--- config.mk ---
export PLATFORM = sky130hd
export DESIGN_NAME = video_gen
export DESIGN_NICKNAME = d
export VERILOG_FILES = /design/src/video_pkg.sv /design/src/vid_raster.sv /design/src/vid_reg_decode.sv /design/src/vid_reg_read.sv /design/src/video_gen.sv
export SDC_FILE = /design/constraint.sdc
export NUM_CORES = 1
export LEC_CHECK = 0
export ABC_AREA = 0
export ABC_CLOCK_PERIOD_IN_PS = 2050
export BUFFER_PORTS_ARGS = -buffer_cell sky130_fd_sc_hd__buf_2
export CORE_MARGIN = 2
export CORE_UTILIZATION = 57
export DETAILED_ROUTE_END_ITERATION = 10
export HOLD_SLACK_MARGIN = 0.1
export PLACE_DENSITY = 0.77
export SLEW_MARGIN = 20
export SYNTH_ARGS = -nofsm -noshare
export SYNTH_HDL_FRONTEND = slang
export SYNTH_SLANG_ARGS = --single-unit
--- constraint.sdc ---
create_clock -name clk -period 2.05 [get_ports clk]
set_input_delay 0.41 -clock clk [delete_from_list [all_inputs] [get_ports clk]]
set_output_delay 0.41 -clock clk [all_outputs]
set_load 0.005 [all_outputs]
--- src/video_pkg.sv ---
////////////////////
// Video controller shared definitions
// raster sizes, register map, vector types, sync states and bundles
////////////////////

package video_pkg;

    // beam and register word types
    typedef logic [10:0] coord_t;                       // beam coordinate or counter
    typedef logic [4:0]  reg_num_t;                     // config register number
    typedef logic [15:0] reg_data_t;                    // config register word
    typedef logic [7:0]  color_t;                       // palette index
    typedef logic [3:0]  intr_t;                        // interrupt vector

    localparam int COPPER_AWIDTH = 11;                  // copper program address bits

    typedef logic [COPPER_AWIDTH-1:0] copp_addr_t;      // copper start address

    // horizontal raster, offscreen pixels come first on each line
    localparam coord_t VISIBLE_WIDTH   = 11'd32;
    localparam coord_t H_FRONT_PORCH   = 11'd4;
    localparam coord_t H_SYNC_PULSE    = 11'd6;
    localparam coord_t H_BACK_PORCH    = 11'd6;
    localparam coord_t OFFSCREEN_WIDTH = 11'd16;        // front porch + sync + back porch
    localparam coord_t TOTAL_WIDTH     = 11'd48;

    // vertical raster, offscreen lines follow the visible ones
    localparam coord_t VISIBLE_HEIGHT  = 11'd8;
    localparam coord_t V_FRONT_PORCH   = 11'd2;
    localparam coord_t V_SYNC_PULSE    = 11'd2;
    localparam coord_t V_BACK_PORCH    = 11'd2;
    localparam coord_t TOTAL_HEIGHT    = 11'd14;

    localparam logic H_SYNC_POLARITY = 1'b0;            // active low hsync
    localparam logic V_SYNC_POLARITY = 1'b1;            // active high vsync

    localparam reg_data_t REFRESH_FREQ   = 16'h003C;    // nominal 60 Hz
    localparam reg_data_t VERSION_WORD   = 16'h0123;
    localparam color_t    BORDER_RESET   = 8'h08;       // dark grey so a live display is obvious
    localparam coord_t    CURSOR_X_RESET = 11'h180;
    localparam coord_t    CURSOR_Y_RESET = 11'h100;

    // register map
    localparam reg_num_t XR_VID_CTRL   = 5'd0;
    localparam reg_num_t XR_COPP_CTRL  = 5'd1;
    localparam reg_num_t XR_CURSOR_X   = 5'd2;
    localparam reg_num_t XR_CURSOR_Y   = 5'd3;
    localparam reg_num_t XR_VID_TOP    = 5'd4;
    localparam reg_num_t XR_VID_BOTTOM = 5'd5;
    localparam reg_num_t XR_VID_LEFT   = 5'd6;
    localparam reg_num_t XR_VID_RIGHT  = 5'd7;
    localparam reg_num_t XR_SCANLINE   = 5'd8;
    localparam reg_num_t XR_VERSION    = 5'd9;
    localparam reg_num_t XR_VID_HSIZE  = 5'd10;
    localparam reg_num_t XR_VID_VSIZE  = 5'd11;
    localparam reg_num_t XR_VID_VFREQ  = 5'd12;

    // each axis walks these in order and wraps from VISIBLE to PRE_SYNC
    typedef enum logic [1:0] {
        PRE_SYNC  = 2'b00,
        SYNC      = 2'b01,
        POST_SYNC = 2'b10,
        VISIBLE   = 2'b11
    } sync_state_t;

    typedef struct packed {
        color_t     border_color;
        coord_t     cursor_x;
        coord_t     cursor_y;
        coord_t     vid_top;
        coord_t     vid_bottom;
        coord_t     vid_left;
        coord_t     vid_right;
        logic       copp_en;                            // copper run enable
        copp_addr_t copp_addr;
    } vid_cfg_t;

    typedef struct packed {
        coord_t h_count;
        coord_t v_count;
        logic   h_blank;                                // horizontal state not visible
        logic   v_blank;                                // vertical state not visible
    } beam_t;

endpackage
--- src/vid_raster.sv ---
////////////////////
// Raster timing generator
// pixel and line counters, per axis sync FSMs, registered sync outputs
////////////////////
`default_nettype none
`timescale 1ns/100ps

module vid_raster import video_pkg::*; (
    input  wire logic clk,
    input  wire logic reset_i,
    output      beam_t beam_o,                      // beam position for copper and status
    output      logic  last_visible_pixel_o,        // final visible pixel of the frame
    output      logic  hsync_o,
    output      logic  vsync_o,
    output      logic  dv_de_o                      // display enable
);

    sync_state_t h_state;
    sync_state_t v_state;
    sync_state_t h_state_next;
    sync_state_t v_state_next;

    coord_t h_count;
    coord_t v_count;
    coord_t h_count_next;
    coord_t v_count_next;
    coord_t h_end;                                  // last h_count of the current state
    coord_t v_end;                                  // last v_count of the current state

    logic line_end;
    logic frame_wrap;

    function automatic sync_state_t step_state(input sync_state_t st);
        return sync_state_t'(st + 2'd1);            // VISIBLE wraps back to PRE_SYNC
    endfunction

    // horizontal end points, offscreen pixels lead the line
    always_comb begin
        case (h_state)
            PRE_SYNC:  h_end = H_FRONT_PORCH - 1'b1;
            SYNC:      h_end = H_FRONT_PORCH + H_SYNC_PULSE - 1'b1;
            POST_SYNC: h_end = OFFSCREEN_WIDTH - 1'b1;
            default:   h_end = TOTAL_WIDTH - 1'b1;
        endcase
    end

    // vertical end points, offscreen lines trail the frame
    always_comb begin
        case (v_state)
            VISIBLE:   v_end = VISIBLE_HEIGHT - 1'b1;
            PRE_SYNC:  v_end = VISIBLE_HEIGHT + V_FRONT_PORCH - 1'b1;
            SYNC:      v_end = VISIBLE_HEIGHT + V_FRONT_PORCH + V_SYNC_PULSE - 1'b1;
            default:   v_end = TOTAL_HEIGHT - 1'b1;
        endcase
    end

    assign line_end   = (h_state == VISIBLE) && (h_count == TOTAL_WIDTH - 1'b1);
    assign frame_wrap = line_end && (v_count == TOTAL_HEIGHT - 1'b1);

    assign h_state_next = (h_count == h_end) ? step_state(h_state) : h_state;
    assign v_state_next = (line_end && (v_count == v_end)) ? step_state(v_state) : v_state;

    assign last_visible_pixel_o = line_end && (v_state == VISIBLE) && (v_count == v_end);

    always_comb begin
        h_count_next = h_count + 1'b1;
        v_count_next = v_count;
        if (line_end) begin
            h_count_next = '0;
            v_count_next = frame_wrap ? '0 : v_count + 1'b1;
        end
    end

    always_ff @(posedge clk) begin
        if (reset_i) begin
            h_state <= PRE_SYNC;
            v_state <= PRE_SYNC;                    // first frame starts in pre-sync at line 0
            h_count <= '0;
            v_count <= '0;
            hsync_o <= ~H_SYNC_POLARITY;
            vsync_o <= ~V_SYNC_POLARITY;
            dv_de_o <= 1'b0;
        end else begin
            h_state <= h_state_next;
            v_state <= v_state_next;
            h_count <= h_count_next;
            v_count <= v_count_next;

            // outputs follow the next state so they line up with the counters
            hsync_o <= (h_state_next == SYNC) ? H_SYNC_POLARITY : ~H_SYNC_POLARITY;
            vsync_o <= (v_state_next == SYNC) ? V_SYNC_POLARITY : ~V_SYNC_POLARITY;
            dv_de_o <= (h_state_next == VISIBLE) && (v_state_next == VISIBLE);
        end
    end

    assign beam_o.h_count = h_count;
    assign beam_o.v_count = v_count;
    assign beam_o.h_blank = (h_state != VISIBLE);
    assign beam_o.v_blank = (v_state != VISIBLE);

    assert property (@(posedge clk) disable iff (reset_i) h_count < TOTAL_WIDTH)
    else $error("h_count past end of line");

    // display enable and hsync come from different state decodes
    assert property (@(posedge clk) disable iff (reset_i)
        !(dv_de_o && (hsync_o == H_SYNC_POLARITY)))
    else $error("display enable during hsync");

endmodule
`default_nettype wire

--- src/vid_reg_decode.sv ---
////////////////////
// Video register write decode
// holds the config, raises interrupt pulses and the copper strobe
////////////////////
`default_nettype none
`timescale 1ns/100ps

module vid_reg_decode import video_pkg::*; (
    input  wire logic      clk,
    input  wire logic      reset_i,
    input  wire logic      reg_wr_i,                // register write strobe
    input  wire reg_num_t  reg_num_i,
    input  wire reg_data_t reg_data_i,
    input  wire logic      last_visible_pixel_i,    // raster is on the final visible pixel
    output      vid_cfg_t  cfg_o,
    output      intr_t     intr_signal_o,           // one cycle interrupt request
    output      logic      copp_reg_wr_o,           // copper control write strobe
    output      reg_data_t copp_reg_data_o
);

    vid_cfg_t cfg_q;
    logic     copp_wr;

    assign copp_wr = reg_wr_i && (reg_num_i == XR_COPP_CTRL);

    always_ff @(posedge clk) begin
        if (reset_i) begin
            cfg_q.border_color <= BORDER_RESET;
            cfg_q.cursor_x     <= CURSOR_X_RESET;
            cfg_q.cursor_y     <= CURSOR_Y_RESET;
            cfg_q.vid_top      <= '0;
            cfg_q.vid_bottom   <= VISIBLE_HEIGHT;   // window covers the full screen
            cfg_q.vid_left     <= '0;
            cfg_q.vid_right    <= VISIBLE_WIDTH;
            cfg_q.copp_en      <= 1'b0;
            cfg_q.copp_addr    <= '0;
            intr_signal_o      <= '0;
            copp_reg_wr_o      <= 1'b0;
        end else begin
            intr_signal_o <= '0;                    // pulses last a single cycle
            copp_reg_wr_o <= copp_wr;

            if (reg_wr_i) begin
                case (reg_num_i)
                    XR_VID_CTRL: begin
                        cfg_q.border_color <= reg_data_i[15:8];
                        intr_signal_o      <= reg_data_i[3:0];  // software interrupt
                    end
                    XR_COPP_CTRL: begin
                        cfg_q.copp_en   <= reg_data_i[15];
                        cfg_q.copp_addr <= reg_data_i[COPPER_AWIDTH-1:0];
                    end
                    XR_CURSOR_X: begin
                        cfg_q.cursor_x <= reg_data_i[10:0];
                    end
                    XR_CURSOR_Y: begin
                        cfg_q.cursor_y <= reg_data_i[10:0];
                    end
                    XR_VID_TOP: begin
                        cfg_q.vid_top <= reg_data_i[10:0];
                    end
                    XR_VID_BOTTOM: begin
                        cfg_q.vid_bottom <= reg_data_i[10:0];
                    end
                    XR_VID_LEFT: begin
                        cfg_q.vid_left <= reg_data_i[10:0];
                    end
                    XR_VID_RIGHT: begin
                        cfg_q.vid_right <= reg_data_i[10:0];
                    end
                    default: begin
                    end
                endcase
            end

            // vsync interrupt merges with any write pulse
            if (last_visible_pixel_i) begin
                intr_signal_o[3] <= 1'b1;
            end
        end
    end

    assign cfg_o = cfg_q;

    // enable in bit 15, start address in the low bits
    assign copp_reg_data_o = {cfg_q.copp_en, {(15 - COPPER_AWIDTH){1'b0}}, cfg_q.copp_addr};

    // back to back copper strobes need back to back writes
    assert property (@(posedge clk) disable iff (reset_i)
        (copp_reg_wr_o && $past(copp_reg_wr_o)) |-> ($past(copp_wr, 1) && $past(copp_wr, 2)))
    else $error("copper strobe held without a second write");

endmodule
`default_nettype wire

--- src/vid_reg_read.sv ---
////////////////////
// Video register read-back
// registered mux of config, beam status and constants
////////////////////
`default_nettype none
`timescale 1ns/100ps

module vid_reg_read import video_pkg::*; (
    input  wire logic      clk,
    input  wire reg_num_t  reg_num_i,               // register to show next cycle
    input  wire vid_cfg_t  cfg_i,
    input  wire beam_t     beam_i,
    input  wire intr_t     intr_status_i,           // pending interrupts
    output      reg_data_t reg_data_o
);

    always_ff @(posedge clk) begin
        case (reg_num_i)
            XR_VID_CTRL:   reg_data_o <= {cfg_i.border_color, 4'b0000, intr_status_i};
            XR_COPP_CTRL: begin
                reg_data_o <= {cfg_i.copp_en, {(15 - COPPER_AWIDTH){1'b0}}, cfg_i.copp_addr};
            end
            XR_CURSOR_X:   reg_data_o <= {5'b00000, cfg_i.cursor_x};
            XR_CURSOR_Y:   reg_data_o <= {5'b00000, cfg_i.cursor_y};
            XR_VID_TOP:    reg_data_o <= {5'b00000, cfg_i.vid_top};
            XR_VID_BOTTOM: reg_data_o <= {5'b00000, cfg_i.vid_bottom};
            XR_VID_LEFT:   reg_data_o <= {5'b00000, cfg_i.vid_left};
            XR_VID_RIGHT:  reg_data_o <= {5'b00000, cfg_i.vid_right};
            XR_SCANLINE: begin
                // blank flags on top, current line below
                reg_data_o <= {beam_i.v_blank, beam_i.h_blank, 3'b000, beam_i.v_count};
            end
            XR_VERSION:    reg_data_o <= VERSION_WORD;
            XR_VID_HSIZE:  reg_data_o <= {5'b00000, VISIBLE_WIDTH};
            XR_VID_VSIZE:  reg_data_o <= {5'b00000, VISIBLE_HEIGHT};
            XR_VID_VFREQ:  reg_data_o <= REFRESH_FREQ;
            default:       reg_data_o <= '0;        // unmapped numbers read as zero
        endcase
    end

endmodule
`default_nettype wire

--- src/video_gen.sv ---
////////////////////
// Video controller scan core
// register decode, raster timing and read-back
////////////////////
`default_nettype none
`timescale 1ns/100ps

module video_gen import video_pkg::*; (
    input  wire logic      clk,                     // pixel clock
    input  wire logic      reset_i,
    input  wire logic      reg_wr_i,
    input  wire reg_num_t  reg_num_i,
    input  wire reg_data_t reg_data_i,
    output      reg_data_t reg_data_o,
    input  wire intr_t     intr_status_i,
    output      intr_t     intr_signal_o,
    output      logic      copp_reg_wr_o,
    output      reg_data_t copp_reg_data_o,
    output      coord_t    h_count_o,               // beam position for the copper
    output      coord_t    v_count_o,
    output      logic      hsync_o,
    output      logic      vsync_o,
    output      logic      dv_de_o
);

    vid_cfg_t cfg;
    beam_t    beam;
    logic     last_visible_pixel;

    vid_reg_decode u_decode (
        .clk                  (clk),
        .reset_i              (reset_i),
        .reg_wr_i             (reg_wr_i),
        .reg_num_i            (reg_num_i),
        .reg_data_i           (reg_data_i),
        .last_visible_pixel_i (last_visible_pixel),
        .cfg_o                (cfg),
        .intr_signal_o        (intr_signal_o),
        .copp_reg_wr_o        (copp_reg_wr_o),
        .copp_reg_data_o      (copp_reg_data_o)
    );

    vid_raster u_raster (
        .clk                  (clk),
        .reset_i              (reset_i),
        .beam_o               (beam),
        .last_visible_pixel_o (last_visible_pixel),
        .hsync_o              (hsync_o),
        .vsync_o              (vsync_o),
        .dv_de_o              (dv_de_o)
    );

    vid_reg_read u_read (
        .clk           (clk),
        .reg_num_i     (reg_num_i),
        .cfg_i         (cfg),
        .beam_i        (beam),
        .intr_status_i (intr_status_i),
        .reg_data_o    (reg_data_o)
    );

    assign h_count_o = beam.h_count;
    assign v_count_o = beam.v_count;

endmodule
`default_nettype wire

==> metrics.md <==
| Metric | Value |
|---|---|
| FF-to-FF path depth | `5` |
| Post-synth EDFFs | `0` |
| Status | `completed` |
| Routed WL | `18700 µm` |
| Cell Int Power | `4.80 mW` |
| Endpoints failing hold | `0` |
| RD Place Congestion | `0.978` |
| DRC errors left | `0` |
| RSZ-0062 raised after global routing | `false` |
| Core ar. | `0.0104 mm²` |
| Register area share after synthesis | `44.6%` |
| Crit path cell chain | `nor4_1 -> nand4_1 -> nor3_4 -> nand2_1 -> a211oi_1` |
| Final period util | `94.1%` |
| Maximum vdd ir drop | `782 µV` |
| Post-DP HPWL | `13000 µm` |
| Max frequency | `519 MHz` |
| P per Cell Area | `843 mW/mm²` |
| Post-Syn Area | `0.00611 mm²` |
| RR Endpoint | `u_raster.dv_de_o$_SDFF_PP0_` |
| Post-Route Setup TNS | `0 ns` |
| Sw Ratio | `23.4%` |
| Number of DRC markers in iteration 0 | `710` |
| Die width | `108 µm` |
| Compound-Gate Fraction of Synth Area | `12.7%` |
| Drt first pass iters | `9` |
| Vias in the first global route | `5392` |
| Routed vias | `5677` |
| Area growth syn-to-layout | `21.6%` |
| CTS tree | `built` |
| Slew headroom | `58.3%` |
| First-pass GRT wire length | `29000 µm` |
| Initial antenna violation count | `0` |
| Clock Root Buffer | `clkbuf_8` |
| Hold crit path type | `in -> reg` |
| Mapped Cells | `702` |
| XOR/XNOR Fraction of Synth Area | `3.15%` |
| Clk_skew | `0.00732 ns` |
| Total CTS buffers | `17` |
| Switch Pwr | `1.47 mW` |
| Largest net degree at the start of global routing | `39` |
| Syn Area/Cell | `8.70 µm²` |
| #FFs+latches synth | `136` |
| PnR worst setup slack | `0.122 ns` |
| Post-layout nets | `834` |
| Fraction of registers with async set/reset | `0%` |
| Max incr delay on CP | `0.57 ns` |
| Cell Rows | `37` |
| Worst slew pin tran | `0.619 ns` |
| Crit path kind | `reg -> reg` |
| Antenna cells | `0` |
| Dpl ws | `0.0266 ns` |
| Adder-Cell Fraction of Synth Area | `1.64%` |
| Max Root-Sink Buffers | `2` |
| Grt total ovfl | `0` |
| CP bufs+invs | `0` |
| Clock latency on the worst-skew pair | `0.54 ns` |
| P_leak | `3.20 nW` |
| Post-synthesis mux area share | `7.66%` |
| Clock power frac | `50.8%` |
| Synth Warn # | `0` |
| CP max stage cell | `nor4_1` |
| Routed via count divided by cell count | `6.00` |
| Unique masters post-synth | `60` |
| Worst r2r src | `u_raster.v_count[6]$_SDFFE_PP0P_` |
| IO Pins | `90` |
| Wire length per cell | `19.8 µm` |
| Flop-to-flop setup slack | `0.12 ns` |
| Max_cap viols | `0` |
| Commonest non-fill, non-tap cells in the layout | `dfxtp_1, nand2_1, buf_2` |
| Die ar. | `0.0116 mm²` |
| Crit start category | `register` |
| Crit. Startpoint | `u_raster.v_count[6]$_SDFFE_PP0P_` |
| Clock transition at path regs | `0.06 ns` |
| Simple-gate share of the synthesized area | `24.0%` |
| Commonest non-fill, non-tap cell in the layout | `dfxtp_1` |
| Critical Path RT | `2.50 ns` |
| Initial Utilization | `58.9%` |
| Share of layout cells above drive strength 1 | `22.7%` |
| CTS H-tree lvls | `4` |
| Period minus WS final | `1.93 ns` |
| Combinational share of power | `6.2%` |
| Worst setup path endpoint | `u_raster.dv_de_o$_SDFF_PP0_` |
| Worst Path Max Fanout | `7` |
| Routed Antenna Nets | `0` |
| Combinational family with the most area after synthesis | `simple AND/OR/NAND/NOR gates` |
| All-Layer GR Usage | `33.2%` |
| CP arrival | `2.38 ns` |
| CP top delay family | `simple AND/OR/NAND/NOR gates` |
| CTS Sinks | `136` |
| Stages on the worst setup path | `5` |
| Port bufs | `85` |
| Endpoints failing setup | `0` |
| Top_reg_cell synth | `dfxtp_1` |
| Die height | `108 µm` |
| Max-slew violations | `0` |
| CP endpoint kind | `register` |
| Power share of the sequential group | `43.0%` |
sequential cells by signal (all words and copies together) (netlist names):
name	flops
u_raster.v_state	2
u_decode.intr_signal_o	4
u_raster.hsync_o	1
u_raster.v_count	11
u_decode.cfg_o	86
u_raster.h_count	11
u_raster.h_state	2
u_read.reg_data_o	16
u_raster.dv_de_o	1
u_raster.vsync_o	1
u_decode.copp_reg_wr_o	1
power groups by stage:
stage | clock network, mW | logic [mW] | registers, mW
after floorplan | 0 | 0.210 | 2.75
after global placement | 0 | 0.368 | 2.75
after detailed placement | 0 | 0.377 | 2.75
after CTS | 3.19 | 0.382 | 2.69
after global routing | 3.33 | 0.416 | 2.69
final | 3.18 | 0.390 | 2.69
synthesized netlist by cell type, types with 3 or more instances:
cell      count  area share [%]
a22oi_1      12             1.5
nand4_1       6            0.61
and4_1        3            0.43
nor4_1        3            0.31
nor2_1       73             4.5
nor3_1        8            0.66
buf_6         4            0.74
mux2i_1      40             6.6
nand4b_1      3            0.43
buf_2        12            0.98
and2_1        8            0.82
a211oi_1      4            0.49
a221oi_1      5            0.72
a21oi_1      66             5.4
nor3b_1       4            0.49
mux2_2        6             1.1
nand2_1      98             6.0
ha_1          8             1.6
xnor2_1      14             2.0
inv_1         7            0.43
buf_4        20             2.5
nand2b_1      3            0.31
and3_1        6            0.61
clkbuf_1     23             1.4
or3_1         4            0.41
a222oi_1      5            0.82
xor2_1        8             1.1
o21ai_0       8            0.66
dfxtp_1     136              45
a211o_1       5            0.72
a32oi_1       3            0.43
nor2b_1       7            0.72
nand3b_1      3            0.37
nand3_1      51             4.2
a31oi_1       3            0.31
worst reg2reg max path: stages, from the launching register on:
cell	delay, ns
dfxtp_1	0.31
nor4_1	0.57
nand4_1	0.31
nor3_4	0.33
nand2_1	0.09
a211oi_1	0.23
layout make-up:
cell class / count / area [µm²]
Sequential cell: 136 / 2720
Inverter: 8 / 30.0
Clock inverter: 14 / 198
Tap cell: 136 / 170
Timing Repair Buffer: 135 / 878
Multi-Input combinational cell: 500 / 3020
Fill cell: 811 / 2940
Clock buffer: 17 / 414
what timing repair did:
item	CTS	global route
buffers inserted	0	0
setup endpoints to repair	0	0
hold buffers	1	0
gates resized for setup	0	0
hold endpoints to repair	1	0
routing by layer:
metal	up-vias	track usage, %	wire length, µm
li1	2621	-	-
met5	-	0	0
met2	290	52.8	8790
met4	0	12.0	478
met3	43	8.05	1510
met1	2723	43.9	7910
worst min path at each step:
stage | start | to | slack, ns | cells after the start
after CTS | reg_data_i[13] | u_decode.cfg_o[83]$_SDFFE_PP0P_ | 0.11 | 3
after global routing | reg_data_i[13] | u_decode.cfg_o[83]$_SDFFE_PP0P_ | 0.12 | 3
after floorplan | u_decode.cfg_o[84]$_SDFFE_PP0P_ | u_read.reg_data_o[14]$_DFF_P_ | 0.42 | 2
after global placement | u_decode.cfg_o[82]$_SDFFE_PP0P_ | u_decode.cfg_o[82]$_SDFFE_PP0P_ | 0.44 | 2
after detailed placement | u_decode.cfg_o[71]$_SDFFE_PP0P_ | u_decode.cfg_o[71]$_SDFFE_PP0P_ | 0.45 | 2
final | reg_data_i[13] | u_decode.cfg_o[83]$_SDFFE_PP0P_ | 0.12 | 3
cells by family after synthesis:
family	Yosys count
and+or+nand+nor	297
DFF	136
AOI/OAI and AO/OA	123
buffers and inverters	69
muxes	46
xor gates and xnor gates	22
adders and majority gates	8
other	1
metrics by stage:
stage               area [µm²]  cells  hold slack, ns  total power [mW]  util, %
detailed placement        6810    914           0.451              3.13     65.7
finish                    7430    946           0.119              6.27     71.7
CTS                       7430    946           0.111              6.26     71.7
floorplan                 6120    705           0.425              2.96        -
global placement          6810    914           0.439              3.12     65.7
global route              7430    946           0.119              6.44     71.7
Power figures use the tool's default switching activity.
